==> src/hw/memarray_pkg.sv <==
// Bank-side constants for the 256-bit line memory.
// Only address bits 12 to 4 reach the bank, higher bits alias.
package memarray_pkg;

   // Line geometry
   localparam int LINE_W     = 256;
   localparam int LINES      = 256;
   localparam int LINE_IDX_W = $clog2(LINES);
   localparam int BE_W       = LINE_W / 8;

   // Address bit picking the 128-bit half, and the lowest line index bit
   localparam int HALF_BIT = 4;
   localparam int LINE_LSB = 5;

   // Fixed access time in bus clocks
   localparam int ACCESS_CYC = 4;
   localparam int TIMER_W    = $clog2(ACCESS_CYC + 1);

   typedef enum logic {
      ACC_READ,
      ACC_WRITE
   } acc_kind_t;

endpackage

==> src/hw/membus_pkg.sv <==
// Bus-side constants and types for the memory node on the split-transaction bus.
// Size codes above 4 are treated as a full 16-byte block.
package membus_pkg;

   ////////////////////////////////////////////////////////////////////////////
   // Bus geometry
   ////////////////////////////////////////////////////////////////////////////

   localparam int BUS_W       = 32;
   localparam int ADDR_W      = 16;
   localparam int BLOCK_BYTES = 16;
   localparam int BLOCK_W     = BLOCK_BYTES * 8;
   localparam int BEATS       = BLOCK_W / BUS_W;
   localparam int BEAT_W      = $clog2(BEATS);
   localparam int OFFSET_W    = $clog2(BLOCK_BYTES);

   // Size field, requesters place a log2 byte count in the low bits
   localparam int SIZE_W      = 12;
   localparam int SIZE_CODE_W = 3;
   localparam logic [SIZE_CODE_W-1:0] SIZE_CODE_BLOCK = 3'd4;

   // Value driven on the size lines when returning a block
   localparam logic [SIZE_W-1:0] SIZE_BLOCK = 12'h010;

   ////////////////////////////////////////////////////////////////////////////
   // Requesters
   ////////////////////////////////////////////////////////////////////////////

   // Bit positions in the one-hot destination lines
   localparam int DEST_W   = 3;
   localparam int DEST_IC  = 0;
   localparam int DEST_DC  = 1;
   localparam int DEST_DMA = 2;

   typedef enum logic [1:0] {
      SRC_IC,
      SRC_DC,
      SRC_DMA
   } src_t;

   // Sequencer states
   typedef enum logic [2:0] {
      IDLE,
      SLV_RX,
      BUS_REQ,
      MSTR_CTRL,
      MSTR_DATA
   } seq_state_t;

endpackage

==> src/hw/mem_req_if.sv <==
// One memory access presented by the latch pipeline to the memory port.
// done pulses once per access; rdata is valid only with done on reads.
interface mem_req_if
   import membus_pkg::*, memarray_pkg::*;
();

   logic                   valid;
   acc_kind_t              kind;
   logic [ADDR_W-1:0]      addr;
   logic [SIZE_CODE_W-1:0] size;
   src_t                   src;
   logic [BLOCK_W-1:0]     wdata;

   // Answer from the port
   logic                   done;
   logic [BLOCK_W-1:0]     rdata;

   modport latch (
      output valid, kind, addr, size, src, wdata,
      input  done, rdata
   );

   modport port (
      input  valid, kind, addr, size, src, wdata,
      output done, rdata
   );

endinterface

==> src/hw/request_latches.sv <==
// Two-stage request pipeline: write latch from the bus, read latch at the bank.
// The read latch keeps a read block until its return completes.
module request_latches
   import membus_pkg::*, memarray_pkg::*;
(
   input  logic                   bus_clk,
   input  logic                   arst_n,
   input  logic                   accept,
   input  logic                   beat_en,
   input  logic [BEAT_W-1:0]      beat_idx,
   input  logic [ADDR_W-1:0]      bus_a_in,
   input  logic [SIZE_CODE_W-1:0] bus_size_in,
   input  logic                   bus_rw_in,
   input  logic [BUS_W-1:0]       bus_d_in,
   input  logic [DEST_W-1:0]      dest_in,
   input  logic                   ret_done,
   mem_req_if.latch               req,
   output logic                   wr_full,
   output logic                   ret_pending,
   output logic [ADDR_W-1:0]      ret_addr,
   output src_t                   ret_src,
   output logic [BUS_W-1:0]       ret_word
);

   logic                   wr_valid_q;
   logic                   rd_valid_q;
   logic                   served_q;
   acc_kind_t              wr_kind_q;
   acc_kind_t              rd_kind_q;
   logic [ADDR_W-1:0]      wr_addr_q;
   logic [ADDR_W-1:0]      rd_addr_q;
   logic [SIZE_CODE_W-1:0] wr_size_q;
   logic [SIZE_CODE_W-1:0] rd_size_q;
   src_t                   wr_src_q;
   src_t                   rd_src_q;
   logic [BLOCK_W-1:0]     wr_data_q;
   logic [BLOCK_W-1:0]     rd_data_q;
   src_t                   bus_src;
   logic                   ld_wr;
   logic                   ld_rd;
   logic                   clr_rd;

   assign bus_src = dest_in[DEST_IC] ? SRC_IC : (dest_in[DEST_DC] ? SRC_DC : SRC_DMA);

   // Reads are complete at ack, writes after their last beat
   assign ld_wr  = (accept && !bus_rw_in) ||
                   (beat_en && beat_idx == BEAT_W'(BEATS - 1));
   // Writes and DMA reads leave at done, cache reads after their return
   assign clr_rd = (req.done && (rd_kind_q == ACC_WRITE || rd_src_q == SRC_DMA)) ||
                   ret_done;
   assign ld_rd  = wr_valid_q && (!rd_valid_q || clr_rd);

   always_ff @(posedge bus_clk or negedge arst_n)
   begin
      if (!arst_n)
      begin
         wr_valid_q <= 1'b0;
         rd_valid_q <= 1'b0;
         served_q   <= 1'b0;
      end
      else
      begin
         if (ld_wr)
            wr_valid_q <= 1'b1;
         else if (ld_rd)
            wr_valid_q <= 1'b0;
         if (ld_rd)
            rd_valid_q <= 1'b1;
         else if (clr_rd)
            rd_valid_q <= 1'b0;
         // Marks a finished bank access so it is not presented again
         if (ld_rd)
            served_q <= 1'b0;
         else if (req.done)
            served_q <= 1'b1;
      end
   end

   always_ff @(posedge bus_clk)
   begin
      if (accept)
      begin
         wr_kind_q <= bus_rw_in ? ACC_WRITE : ACC_READ;
         wr_addr_q <= bus_a_in;
         wr_size_q <= bus_size_in;
         wr_src_q  <= bus_src;
      end
      if (beat_en)
         wr_data_q[beat_idx*BUS_W +: BUS_W] <= bus_d_in;
      if (ld_rd)
      begin
         rd_kind_q <= wr_kind_q;
         rd_addr_q <= wr_addr_q;
         rd_size_q <= wr_size_q;
         rd_src_q  <= wr_src_q;
         rd_data_q <= wr_data_q;
      end
      else if (req.done && rd_kind_q == ACC_READ)
         rd_data_q <= req.rdata;
   end

   assign req.valid = rd_valid_q && !served_q;
   assign req.kind  = rd_kind_q;
   assign req.addr  = rd_addr_q;
   assign req.size  = rd_size_q;
   assign req.src   = rd_src_q;
   assign req.wdata = rd_data_q;

   assign wr_full     = wr_valid_q;
   assign ret_pending = rd_valid_q && served_q;
   assign ret_addr    = {rd_addr_q[ADDR_W-1:OFFSET_W], {OFFSET_W{1'b0}}};
   assign ret_src     = rd_src_q;
   assign ret_word    = rd_data_q[beat_idx*BUS_W +: BUS_W];

   // A block waiting for return is never replaced before its last beat
   a_rd_kept: assert property (@(posedge bus_clk) disable iff (!arst_n)
      ret_pending && !ret_done |=> ret_pending && $stable(rd_addr_q));

endmodule

==> src/flat_wrapper.sv <==
// flat-port wrapper written by rule: the top's interface ports become plain ports
module request_latches_flat import membus_pkg::*, memarray_pkg::*;
  (bus_clk, arst_n, accept, beat_en, beat_idx, bus_a_in, bus_size_in, bus_rw_in, bus_d_in, dest_in, ret_done, wr_full, ret_pending, ret_addr, ret_src, ret_word, req_valid, req_kind, req_addr, req_size, req_src, req_wdata, req_done, req_rdata);
  mem_req_if req_i ();
  input  logic bus_clk;
  input  logic arst_n;
  input  logic accept;
  input  logic beat_en;
  input  logic [BEAT_W-1:0] beat_idx;
  input  logic [ADDR_W-1:0] bus_a_in;
  input  logic [SIZE_CODE_W-1:0] bus_size_in;
  input  logic bus_rw_in;
  input  logic [BUS_W-1:0] bus_d_in;
  input  logic [DEST_W-1:0] dest_in;
  input  logic ret_done;
  output logic wr_full;
  output logic ret_pending;
  output logic [ADDR_W-1:0] ret_addr;
  output src_t ret_src;
  output logic [BUS_W-1:0] ret_word;
  output wire logic [$bits(req_i.valid)-1:0] req_valid;
  output wire logic [$bits(req_i.kind)-1:0] req_kind;
  output wire logic [$bits(req_i.addr)-1:0] req_addr;
  output wire logic [$bits(req_i.size)-1:0] req_size;
  output wire logic [$bits(req_i.src)-1:0] req_src;
  output wire logic [$bits(req_i.wdata)-1:0] req_wdata;
  input wire logic [$bits(req_i.done)-1:0] req_done;
  input wire logic [$bits(req_i.rdata)-1:0] req_rdata;
  assign req_valid = req_i.valid;
  assign req_kind = req_i.kind;
  assign req_addr = req_i.addr;
  assign req_size = req_i.size;
  assign req_src = req_i.src;
  assign req_wdata = req_i.wdata;
  assign req_i.done = req_done;
  assign req_i.rdata = req_rdata;
  request_latches u_core (.bus_clk(bus_clk), .arst_n(arst_n), .accept(accept), .beat_en(beat_en), .beat_idx(beat_idx), .bus_a_in(bus_a_in), .bus_size_in(bus_size_in), .bus_rw_in(bus_rw_in), .bus_d_in(bus_d_in), .dest_in(dest_in), .ret_done(ret_done), .req(req_i), .wr_full(wr_full), .ret_pending(ret_pending), .ret_addr(ret_addr), .ret_src(ret_src), .ret_word(ret_word));
endmodule
==> config.mk <==
export PLATFORM = sky130hd
export DESIGN_NAME = request_latches_flat
export DESIGN_NICKNAME = d
export VERILOG_FILES = /design/src/hw/memarray_pkg.sv /design/src/hw/membus_pkg.sv /design/src/hw/mem_req_if.sv /design/src/hw/request_latches.sv /design/src/flat_wrapper.sv
export SDC_FILE = /design/constraint.sdc
export NUM_CORES = 1
export LEC_CHECK = 0
export ABC_AREA = 1
export BUFFER_PORTS_ARGS = -buffer_cell sky130_fd_sc_hd__buf_4
export CAP_MARGIN = 5
export CORE_ASPECT_RATIO = 1.75
export CORE_MARGIN = 4
export CORE_UTILIZATION = 56
export CTS_CLUSTER_DIAMETER = 30
export DETAILED_ROUTE_END_ITERATION = 16
export PLACE_DENSITY = 0.95
export SYNTH_ARGS = -nofsm -noshare
export SYNTH_HDL_FRONTEND = slang
export SYNTH_SLANG_ARGS = --single-unit
==> constraint.sdc <==
create_clock -name bus_clk -period 6.4 [get_ports bus_clk]
set_input_delay 1.28 -clock bus_clk [delete_from_list [all_inputs] [get_ports bus_clk]]
set_output_delay 1.28 -clock bus_clk [all_outputs]
set_load 0.005 [all_outputs]
==> results of run 1 <==
-- logic make-up after synthesis --
logic type	share of synthesized area, %
simple gates	19.4
flops	70.4
buf+inv	5.61
compound gates	4.11
fa+ha+maj	0.485
other cells	0.0291
-- worst max-delay path, cell delays in order --
cell and delay, ns:
buf_4 0.26, inv_1 0.75, buf_4 0.37, o21ai_0 0.15, o22ai_1 0.18, buf_4 0.15
-- through the flow --
stage	instance area, µm²	power, mW	hold WS, ns	std cells	util (%)
final	17000	5.53	0.419	1820	74.9
after global routing	17000	5.71	0.428	1820	74.9
after CTS	17000	5.53	0.419	1820	74.9
after detailed placement	15800	3.40	0.405	1756	69.4
after global placement	15800	3.36	0.401	1756	69.4
after floorplan	12900	2.92	0.400	1157	-
-- state kept, by name, summed over array words and instances, names as in the netlist, 2 cells and up --
signal / flops
u_core.req.size: 3
u_core.req.wdata: 128
u_core.wr_addr_q: 16
u_core.req.src: 2
u_core.wr_size_q: 3
u_core.req.addr: 16
u_core.wr_data_q: 128
u_core.wr_src_q: 2
-- cell type report --
| class | instances | share of cell area (%) |
|---|---|---|
| clock buffers | 38 | 5.33 |
| clock inverters | 26 | 2.06 |
| inverters | 49 | 1.08 |
| multi-input cells | 707 | 18.4 |
| flip-flops and latches | 303 | 53.3 |
| well taps | 300 | 2.20 |
| repair buffers | 397 | 17.6 |
-- worst max-delay path by stage --
stage                      startpoint              endpoint  slack, ns  cells past startpoint
after floorplan              ret_done   u_core.req.wdata[0]       1.37                      6
after global placement    beat_idx[1]   u_core.wr_data_q[3]       1.98                      7
after detailed placement  beat_idx[1]  u_core.wr_data_q[18]       1.86                      7
after CTS                 beat_idx[1]          ret_word[28]       1.99                      6
after global routing      beat_idx[1]          ret_word[25]       1.84                      6
final                     beat_idx[1]          ret_word[26]       1.94                      6
-- synth_stat cells, drive strengths merged --
cell / count / area, µm²
edfxtp: 300 / 9010
nand2: 272 / 1030
nor2: 135 / 507
nand3: 129 / 646
buf: 68 / 428
o21ai: 65 / 325
nor3: 64 / 320
inv: 49 / 184
o22ai: 32 / 200
clkbuf: 30 / 113
ha: 5 / 62.6
dfrtp: 3 / 75.1
a21oi: 1 / 5.00
conb: 1 / 3.75
-- power by group --
part / switching [mW] / leakage (nW) / internal, mW
registers: 0.122 / 2.70 / 2.43
clock network: 0.833 / 0.608 / 1.30
logic: 0.463 / 3.86 / 0.375
total: 1.42 / 7.17 / 4.11
-- metal layers --
layer | track usage, % | part of all wire, % | vias up
li1 | - | - | 4666
met3 | 6.28 | 9.9 | 165
met1 | 35.5 | 32 | 5016
met2 | 52.7 | 51 | 826
met4 | 17.1 | 6.3 | 0
met5 | 0 | 0 | -
==> results.py, run 1 <==
metrics = {
    "synth": {
        "synth.distinct_cells": 19,
        "netlist_area_um2": 12900,
        "avgSynthCellArea_um2": 11.2,
        "ys_ff_latch": 303,
        "yosysSeqAreaShare_pct": 70.4,
        "synthCells": 1154,
        "yosysWarnings": 0,
    },
    "clock_network": {
        "clock-sinks": 303,
        "cts_resized": 0,
        "cts_tree": "yes",
        "post_cts_buffers": 0,
        "root_buffer": "clkbuf_16",
        "cts-hold-fix-buffers": 0,
        "clk_latency_ns": 0.51,
        "numCtsBuffers": 35,
        "clk_pin_slew_ns": 0.07,
        "clk_path_buf_depth": 3,
        "h-tree-depth": 2,
    },
    "timing": {
        "hold_violations": 0,
        "setup_ws_ns": 1.94,
        "max_slew_margin_pct": 24.4,
        "finalCritPeriodShare_pct": 69.6,
        "max_freq_mhz": 224,
        "period_needed_ns": 4.46,
        "drv_slew": 0,
        "fin_skew_ns": 0.0151,
        "setup_viol": 0,
        "worst_pin_slew_ns": 1.13,
        "rsz0062_at_grt": "false",
        "tns_ns": 0,
    },
    "floorplanning": {
        "core-area_um2": 22700,
        "start_util_pct": 56.7,
        "rows": 73,
        "die_x_um": 123,
        "dieArea_um2": 25600,
        "die_y_um": 209,
        "io_pins": 394,
    },
    "min_path": {
        "min_from": "u_core.wr_addr_q[9]",
        "hold_path_class": "reg -> reg",
        "holdPathStages": 0,
        "hold_end": "u_core.req.addr[9]",
    },
    "worst_setup_path": {
        "reg2reg_from": "u_core.req.src[0]",
        "cp-end-kind": "output port",
        "arrival_ns": 3.18,
        "r2r_slack_ns": 2.80,
        "ff2ff_path_depth": 8,
        "path_max_fanout": 35,
        "start_kind": "input port",
        "crit_type": "in -> out",
        "r2r_end": "u_core.req.wdata[121]",
        "required_ns": 5.12,
    },
    "power_and_ir_drop": {
        "power_density_nw_per_um2": 324,
        "p_leak_nw": 7.17,
        "peakVddDrop_v": 0.000330,
    },
    "cells_and_area": {
        "syn2layout_area_growth_pct": 32.1,
        "final_net_count": 1689,
        "seq_area_um2": 9090,
        "final_common_cell": "buf_4",
        "fill_cells": 1308,
        "final_cell_mix": "buf_4, edfxtp_1, nand2_1",
        "multi_input_area_um2": 3130,
        "drive_above_1_share_pct": 30.7,
        "diodes": 0,
    },
    "global_route": {
        "grt.total_usage_pct": 30.8,
        "grt_max_degree": 86,
        "grt_pass1_vias": 10500,
        "grt_overflow": 0,
        "antenna_found_initial": 0,
        "grt_first_pass_wirelength_mm": 59.3,
    },
    "route": {
        "wl_per_cell_um": 22.3,
        "drt_wl_total_mm": 40.7,
        "postRouteAntennaNets": 0,
        "drtPass1Iterations": 6,
        "drtIter0Drc": 1282,
        "vias": 10700,
        "drc_errors": 0,
        "vias_per_cell": 5.86,
    },
    "place": {
        "gp_congestion": 0.897,
        "dp_hpwl_mm": 25.8,
        "io_buffers": 388,
        "pre_cts_slack_ns": 1.86,
    },
    "run_status": {
        "status": "finished, final reports clean",
    },
    "flow_run": {
        "cap_violations": 0,
    },
}
(Power assumes the default switching activity.)
==> run 2, diff against run 1 <==
CORE_UTILIZATION = 52   (was 56)
PLACE_DENSITY = 0.92   (was 0.95)
clock period = 4.5 ns   (was 6.4 ns; I/O delays follow)
==> run 2 against run 1 <==
  * Flip-flop and latch count stayed put
  * Hold slack worse by 0.26 ns
  * Clock power is 26% higher
  * Combinational power is 42% higher
  * Final cell count is 0.93% higher
  * Via count is 0.19% higher
==> results.py, run 2 (same netlist as run 1, synthesis figures left out) <==
metrics = {
    "route": {
        "wl_per_cell_um": 21.5,
        "drtPass1Iterations": 6,
        "vias_per_cell": 5.82,
        "postRouteAntennaNets": 0,
        "vias": 10700,
        "drtIter0Drc": 1222,
        "drc_errors": 0,
        "drt_wl_total_mm": 39.5,
    },
    "timing": {
        "whs_ns": 0.163,
        "fin_skew_ns": 0.0190,
        "tns_ns": 0,
        "finalCritPeriodShare_pct": 76.6,
        "max_freq_mhz": 290,
        "hold_violations": 0,
        "drv_slew": 0,
        "max_slew_margin_pct": 34.9,
        "setup_viol": 0,
        "worst_pin_slew_ns": 0.975,
        "rsz0062_at_grt": "false",
        "setup_ws_ns": 1.05,
        "period_needed_ns": 3.45,
    },
    "place": {
        "gp_congestion": 0.926,
        "dp_hpwl_mm": 26.7,
        "io_buffers": 388,
        "dp.cells": 1776,
        "pre_cts_slack_ns": 0.984,
    },
    "worst_setup_path": {
        "reg2reg_from": "u_core.wr_full",
        "crit_type": "in -> out",
        "ff2ff_path_depth": 3,
        "required_ns": 3.60,
        "path_max_fanout": 20,
        "r2r_slack_ns": 1.72,
        "start_kind": "input port",
        "r2r_end": "u_core.req.wdata[39]",
        "arrival_ns": 2.55,
        "cp-end-kind": "output port",
    },
    "clock_network": {
        "clk_pin_slew_ns": 0.07,
        "cts_resized": 0,
        "cts_tree": "yes",
        "cts-hold-fix-buffers": 0,
        "post_cts_buffers": 0,
        "numCtsBuffers": 35,
        "clk_latency_ns": 0.51,
        "clock-sinks": 303,
        "clk_path_buf_depth": 3,
        "root_buffer": "clkbuf_16",
        "h-tree-depth": 2,
    },
    "floorplanning": {
        "io_pins": 394,
        "dieArea_um2": 27500,
        "die_y_um": 216,
        "die_x_um": 127,
        "core-area_um2": 24500,
        "start_util_pct": 52.6,
        "rows": 76,
    },
    "global_route": {
        "grt_pass1_vias": 10900,
        "grt_first_pass_wirelength_mm": 59.0,
        "grt_max_degree": 76,
        "grt.total_usage_pct": 27.9,
        "grt_overflow": 0,
        "antenna_found_initial": 0,
    },
    "power_and_ir_drop": {
        "p_leak_nw": 7.13,
        "power_density_nw_per_um2": 442,
        "peakVddDrop_v": 0.000441,
    },
    "cells_and_area": {
        "final_common_cell": "buf_4",
        "final_net_count": 1697,
        "drive_above_1_share_pct": 30.8,
        "finalNonFillerCells": 1837,
        "diodes": 0,
        "syn2layout_area_growth_pct": 31.5,
        "final_cell_mix": "buf_4, edfxtp_1, nand2_1",
    },
    "min_path": {
        "hold_path_class": "in -> async",
    },
    "flow_run": {
        "cap_violations": 0,
    },
    "run_status": {
        "status": "finished, final reports clean",
    },
}
## run 2: stage by stage
| stage | utilization [%] | cell area (µm²) | total power, mW |
|---|---|---|---|
| 2_1_floorplan | - | 12900 | 4.15 |
| 3_3_place_gp | 64.7 | 15900 | 4.79 |
| 3_5_place_dp | 64.7 | 15900 | 4.85 |
| 4_1_cts | 69.2 | 17000 | 7.53 |
| 5_1_grt | 69.2 | 17000 | 7.78 |
| 6_report | 69.2 | 17000 | 7.51 |
## run 2: worst max path at each step
stage	to	start	slack, ns	cells after the start
4_1_cts	ret_word[13]	beat_idx[1]	1.0	6
2_1_floorplan	u_core.req.wdata[0]	req_done	1.14	6
3_3_place_gp	ret_word[13]	beat_idx[1]	1.04	6
6_report	ret_word[13]	beat_idx[1]	1.05	6
5_1_grt	ret_word[6]	beat_idx[1]	0.97	6
3_5_place_dp	u_core.wr_data_q[29]	beat_idx[1]	0.98	6
## run 2: per-layer routing
layer	track usage [%]	wire length [µm]	vias up
li1	-	-	4675
met1	30.4	12700	5119
met2	49.4	20700	731
met3	6.26	3740	168
met4	16.1	2310	0
met5	0	0	-
## run 2: worst max-delay path: stages
cell	delay [ns]
buf_4	0.11
inv_1	0.67
buf_4	0.36
o21ai_0	0.12
o22ai_1	0.20
buf_4	0.16
## run 2: power breakdown
group / switching, mW / total, mW / internal [mW]
combinational: 0.650 / 1.19 / 0.541
clock: 1.17 / 2.70 / 1.53
sequential: 0.164 / 3.62 / 3.45
total: 1.98 / 7.51 / 5.52
## run 2: layout make-up
cell class | instances | area [µm²]
Fill cell | 1695 | 7570
Tap cell | 312 | 390
Inverter | 49 | 184
Clock buffer | 38 | 887
Clock inverter | 23 | 210
Sequential cell | 303 | 9090
Multi-Input combinational cell | 707 | 3140
Timing Repair Buffer | 405 | 3070
==> run 3, diff against run 2 <==
ABC_AREA = 0   (was 1)
clock period = 3.5 ns   (was 4.5 ns; I/O delays follow)
==> run 3 against run 2 <==
  * Flip-flop and latch count did not move
  * Largest power group unchanged
  * Final cell count fell by 23%
  * Wire length fell by 7.8%
  * Final area rose by 3.5%
==> results.py, run 3 <==
metrics = {
    "run_status": {
        "status": "finished, final reports clean",
    },
    "floorplanning": {
        "start_util_pct": 52.6,
        "io_pins": 394,
        "die_x_um": 127,
        "dieArea_um2": 27600,
        "rows": 76,
        "core-area_um2": 24600,
        "die_y_um": 217,
    },
    "min_path": {
        "hold_path_class": "in -> reg",
    },
    "synth": {
        "synth_most_common_cell": "edfxtp_1",
        "yosysWarnings": 0,
        "synthCells": 676,
        "yosysSeqAreaShare_pct": 70.1,
        "synthFlopType": "edfxtp_1",
        "synth_top_area_share_pct": 69.5,
        "netlist_area_um2": 13000,
        "ys_ff_latch": 303,
        "async_flop_share_pct": 0.990,
        "synth_edf_count": 300,
        "synthTopCellsByArea": "edfxtp_1, mux2_4, and2_1",
        "synth_common_cells": "edfxtp_1, and2_1, mux2_4",
        "synth.distinct_cells": 25,
        "synth_top_cell_by_area": "edfxtp_1",
        "avgSynthCellArea_um2": 19.2,
    },
    "power_and_ir_drop": {
        "p_leak_nw": 6.80,
        "power_density_nw_per_um2": 569,
        "peakVddDrop_v": 0.000428,
        "p_total_mw": 9.99,
    },
    "global_route": {
        "grt_max_degree": 87,
        "antenna_found_initial": 7,
        "grt_first_pass_wirelength_mm": 52.2,
        "grt_pass1_vias": 8512,
        "grt_overflow": 0,
        "grt.total_usage_pct": 25.7,
    },
    "timing": {
        "worst_pin_slew_ns": 0.638,
        "drv_slew": 0,
        "hold_violations": 0,
        "setup_ws_ns": 0.737,
        "tns_ns": 0,
        "setup_viol": 0,
        "max_freq_mhz": 362,
        "rsz0062_at_grt": "false",
        "finalCritPeriodShare_pct": 78.9,
        "max_slew_margin_pct": 57.5,
        "fin_skew_ns": 0.0229,
        "period_needed_ns": 2.76,
    },
    "clock_network": {
        "clock-sinks": 303,
        "numCtsBuffers": 37,
        "post_cts_buffers": 0,
        "cts-hold-fix-buffers": 1,
        "root_buffer": "clkbuf_16",
        "h-tree-depth": 2,
        "clk_pin_slew_ns": 0.06,
        "cts_resized": 0,
        "clk_latency_ns": 0.52,
        "clk_path_buf_depth": 3,
        "cts_tree": "yes",
    },
    "route": {
        "drtIter0Drc": 513,
        "postRouteAntennaNets": 0,
        "vias": 7775,
        "wl_per_cell_um": 25.7,
        "drc_errors": 0,
        "drt_wl_total_mm": 36.4,
        "vias_per_cell": 5.49,
        "drtPass1Iterations": 4,
    },
    "worst_setup_path": {
        "setup.worst_path.end": "ret_word[10]",
        "required_ns": 2.80,
        "cp-end-kind": "output port",
        "arrival_ns": 2.06,
        "crit_type": "in -> out",
        "ff2ff_path_depth": 4,
        "r2r_slack_ns": 1.41,
        "reg2reg_from": "u_core.req.src[0]",
        "start_kind": "input port",
        "path_max_fanout": 22,
        "r2r_end": "u_core.req.wdata[4]",
        "crit_start": "beat_idx[0]",
    },
    "cells_and_area": {
        "drive_above_1_share_pct": 58.1,
        "final_net_count": 1266,
        "final_area_um2": 17600,
        "final_common_cell": "buf_4",
        "syn2layout_area_growth_pct": 35.4,
        "finalNonFillerCells": 1416,
        "final_cell_mix": "buf_4, edfxtp_1, and2_1",
    },
    "place": {
        "pre_cts_slack_ns": 0.724,
        "gp_congestion": 0.853,
        "post_dp_cell_area_um2": 16200,
        "dp.cells": 1342,
        "io_buffers": 388,
        "dp_hpwl_mm": 24.8,
    },
    "flow_run": {
        "cap_violations": 0,
    },
}
## run 3: cell type report
class / instances / area (µm²)
fill: 1442 / 7080
inverter: 4 / 15.0
multi-input combinational: 319 / 3550
antenna: 5 / 12.5
sequential: 303 / 9080
clock inverter: 28 / 337
clock buffer: 40 / 980
tap: 312 / 390
timing repair buffer: 405 / 3180
## run 3: through the flow
| stage | util (%) | hold WS (ns) |
|---|---|---|
| 2_1_floorplan | - | 0.400 |
| 3_3_place_gp | 65.8 | 0.401 |
| 3_5_place_dp | 65.8 | 0.405 |
| 4_1_cts | 71.2 | 0.328 |
| 5_1_grt | 71.3 | 0.330 |
| 6_report | 71.3 | 0.351 |
## run 3: cell families (layout without fill, tap and decap cells)
kind of cell / count (synthesis) / after routing / synth area share [%]
mux: 160 / 160 / 19.3
flops: 303 / 303 / 70.1
other cells: 1 / 9 / 0.0289
fa+ha+maj: 5 / 5 / 0.483
compound gates: 3 / 3 / 0.203
simple gates: 147 / 147 / 7.07
buf+inv: 57 / 477 / 2.87
## run 3: critical path: stages
cell,delay (ns)
buf_4,0.33
buf_12,0.29
mux4_2,0.56
buf_4,0.16
## run 3: report_power, final
| group | internal, mW | total [mW] | switching [mW] |
|---|---|---|---|
| registers | 4.38 | 4.54 | 0.164 |
| clock network | 2.45 | 4.01 | 1.56 |
| logic | 0.843 | 1.43 | 0.591 |
| total | 7.67 | 9.99 | 2.32 |
## run 3: how the worst min path moves through the flow
| stage | from | endpoint | cells after the start |
|---|---|---|---|
| final | bus_a_in[15] | u_core.wr_addr_q[15] | 1 |
| after global routing | bus_a_in[13] | u_core.wr_addr_q[13] | 1 |
| after CTS | bus_a_in[11] | u_core.wr_addr_q[11] | 1 |
| after detailed placement | u_core.wr_addr_q[4] | u_core.req.addr[4] | 0 |
| after global placement | u_core.wr_addr_q[2] | u_core.req.addr[2] | 0 |
| after floorplan | arst_n | u_core.rd_valid_q | 0 |
## run 3: per-layer routing
layer	wire length, µm	part of all wire [%]	track usage [%]	vias to the layer above
li1	-	-	-	3351
met1	11800	32	27.1	3924
met2	20000	55	46.4	380
met3	2570	7.0	6.29	116
met4	2100	5.8	14.2	4
met5	27	0.074	0	-
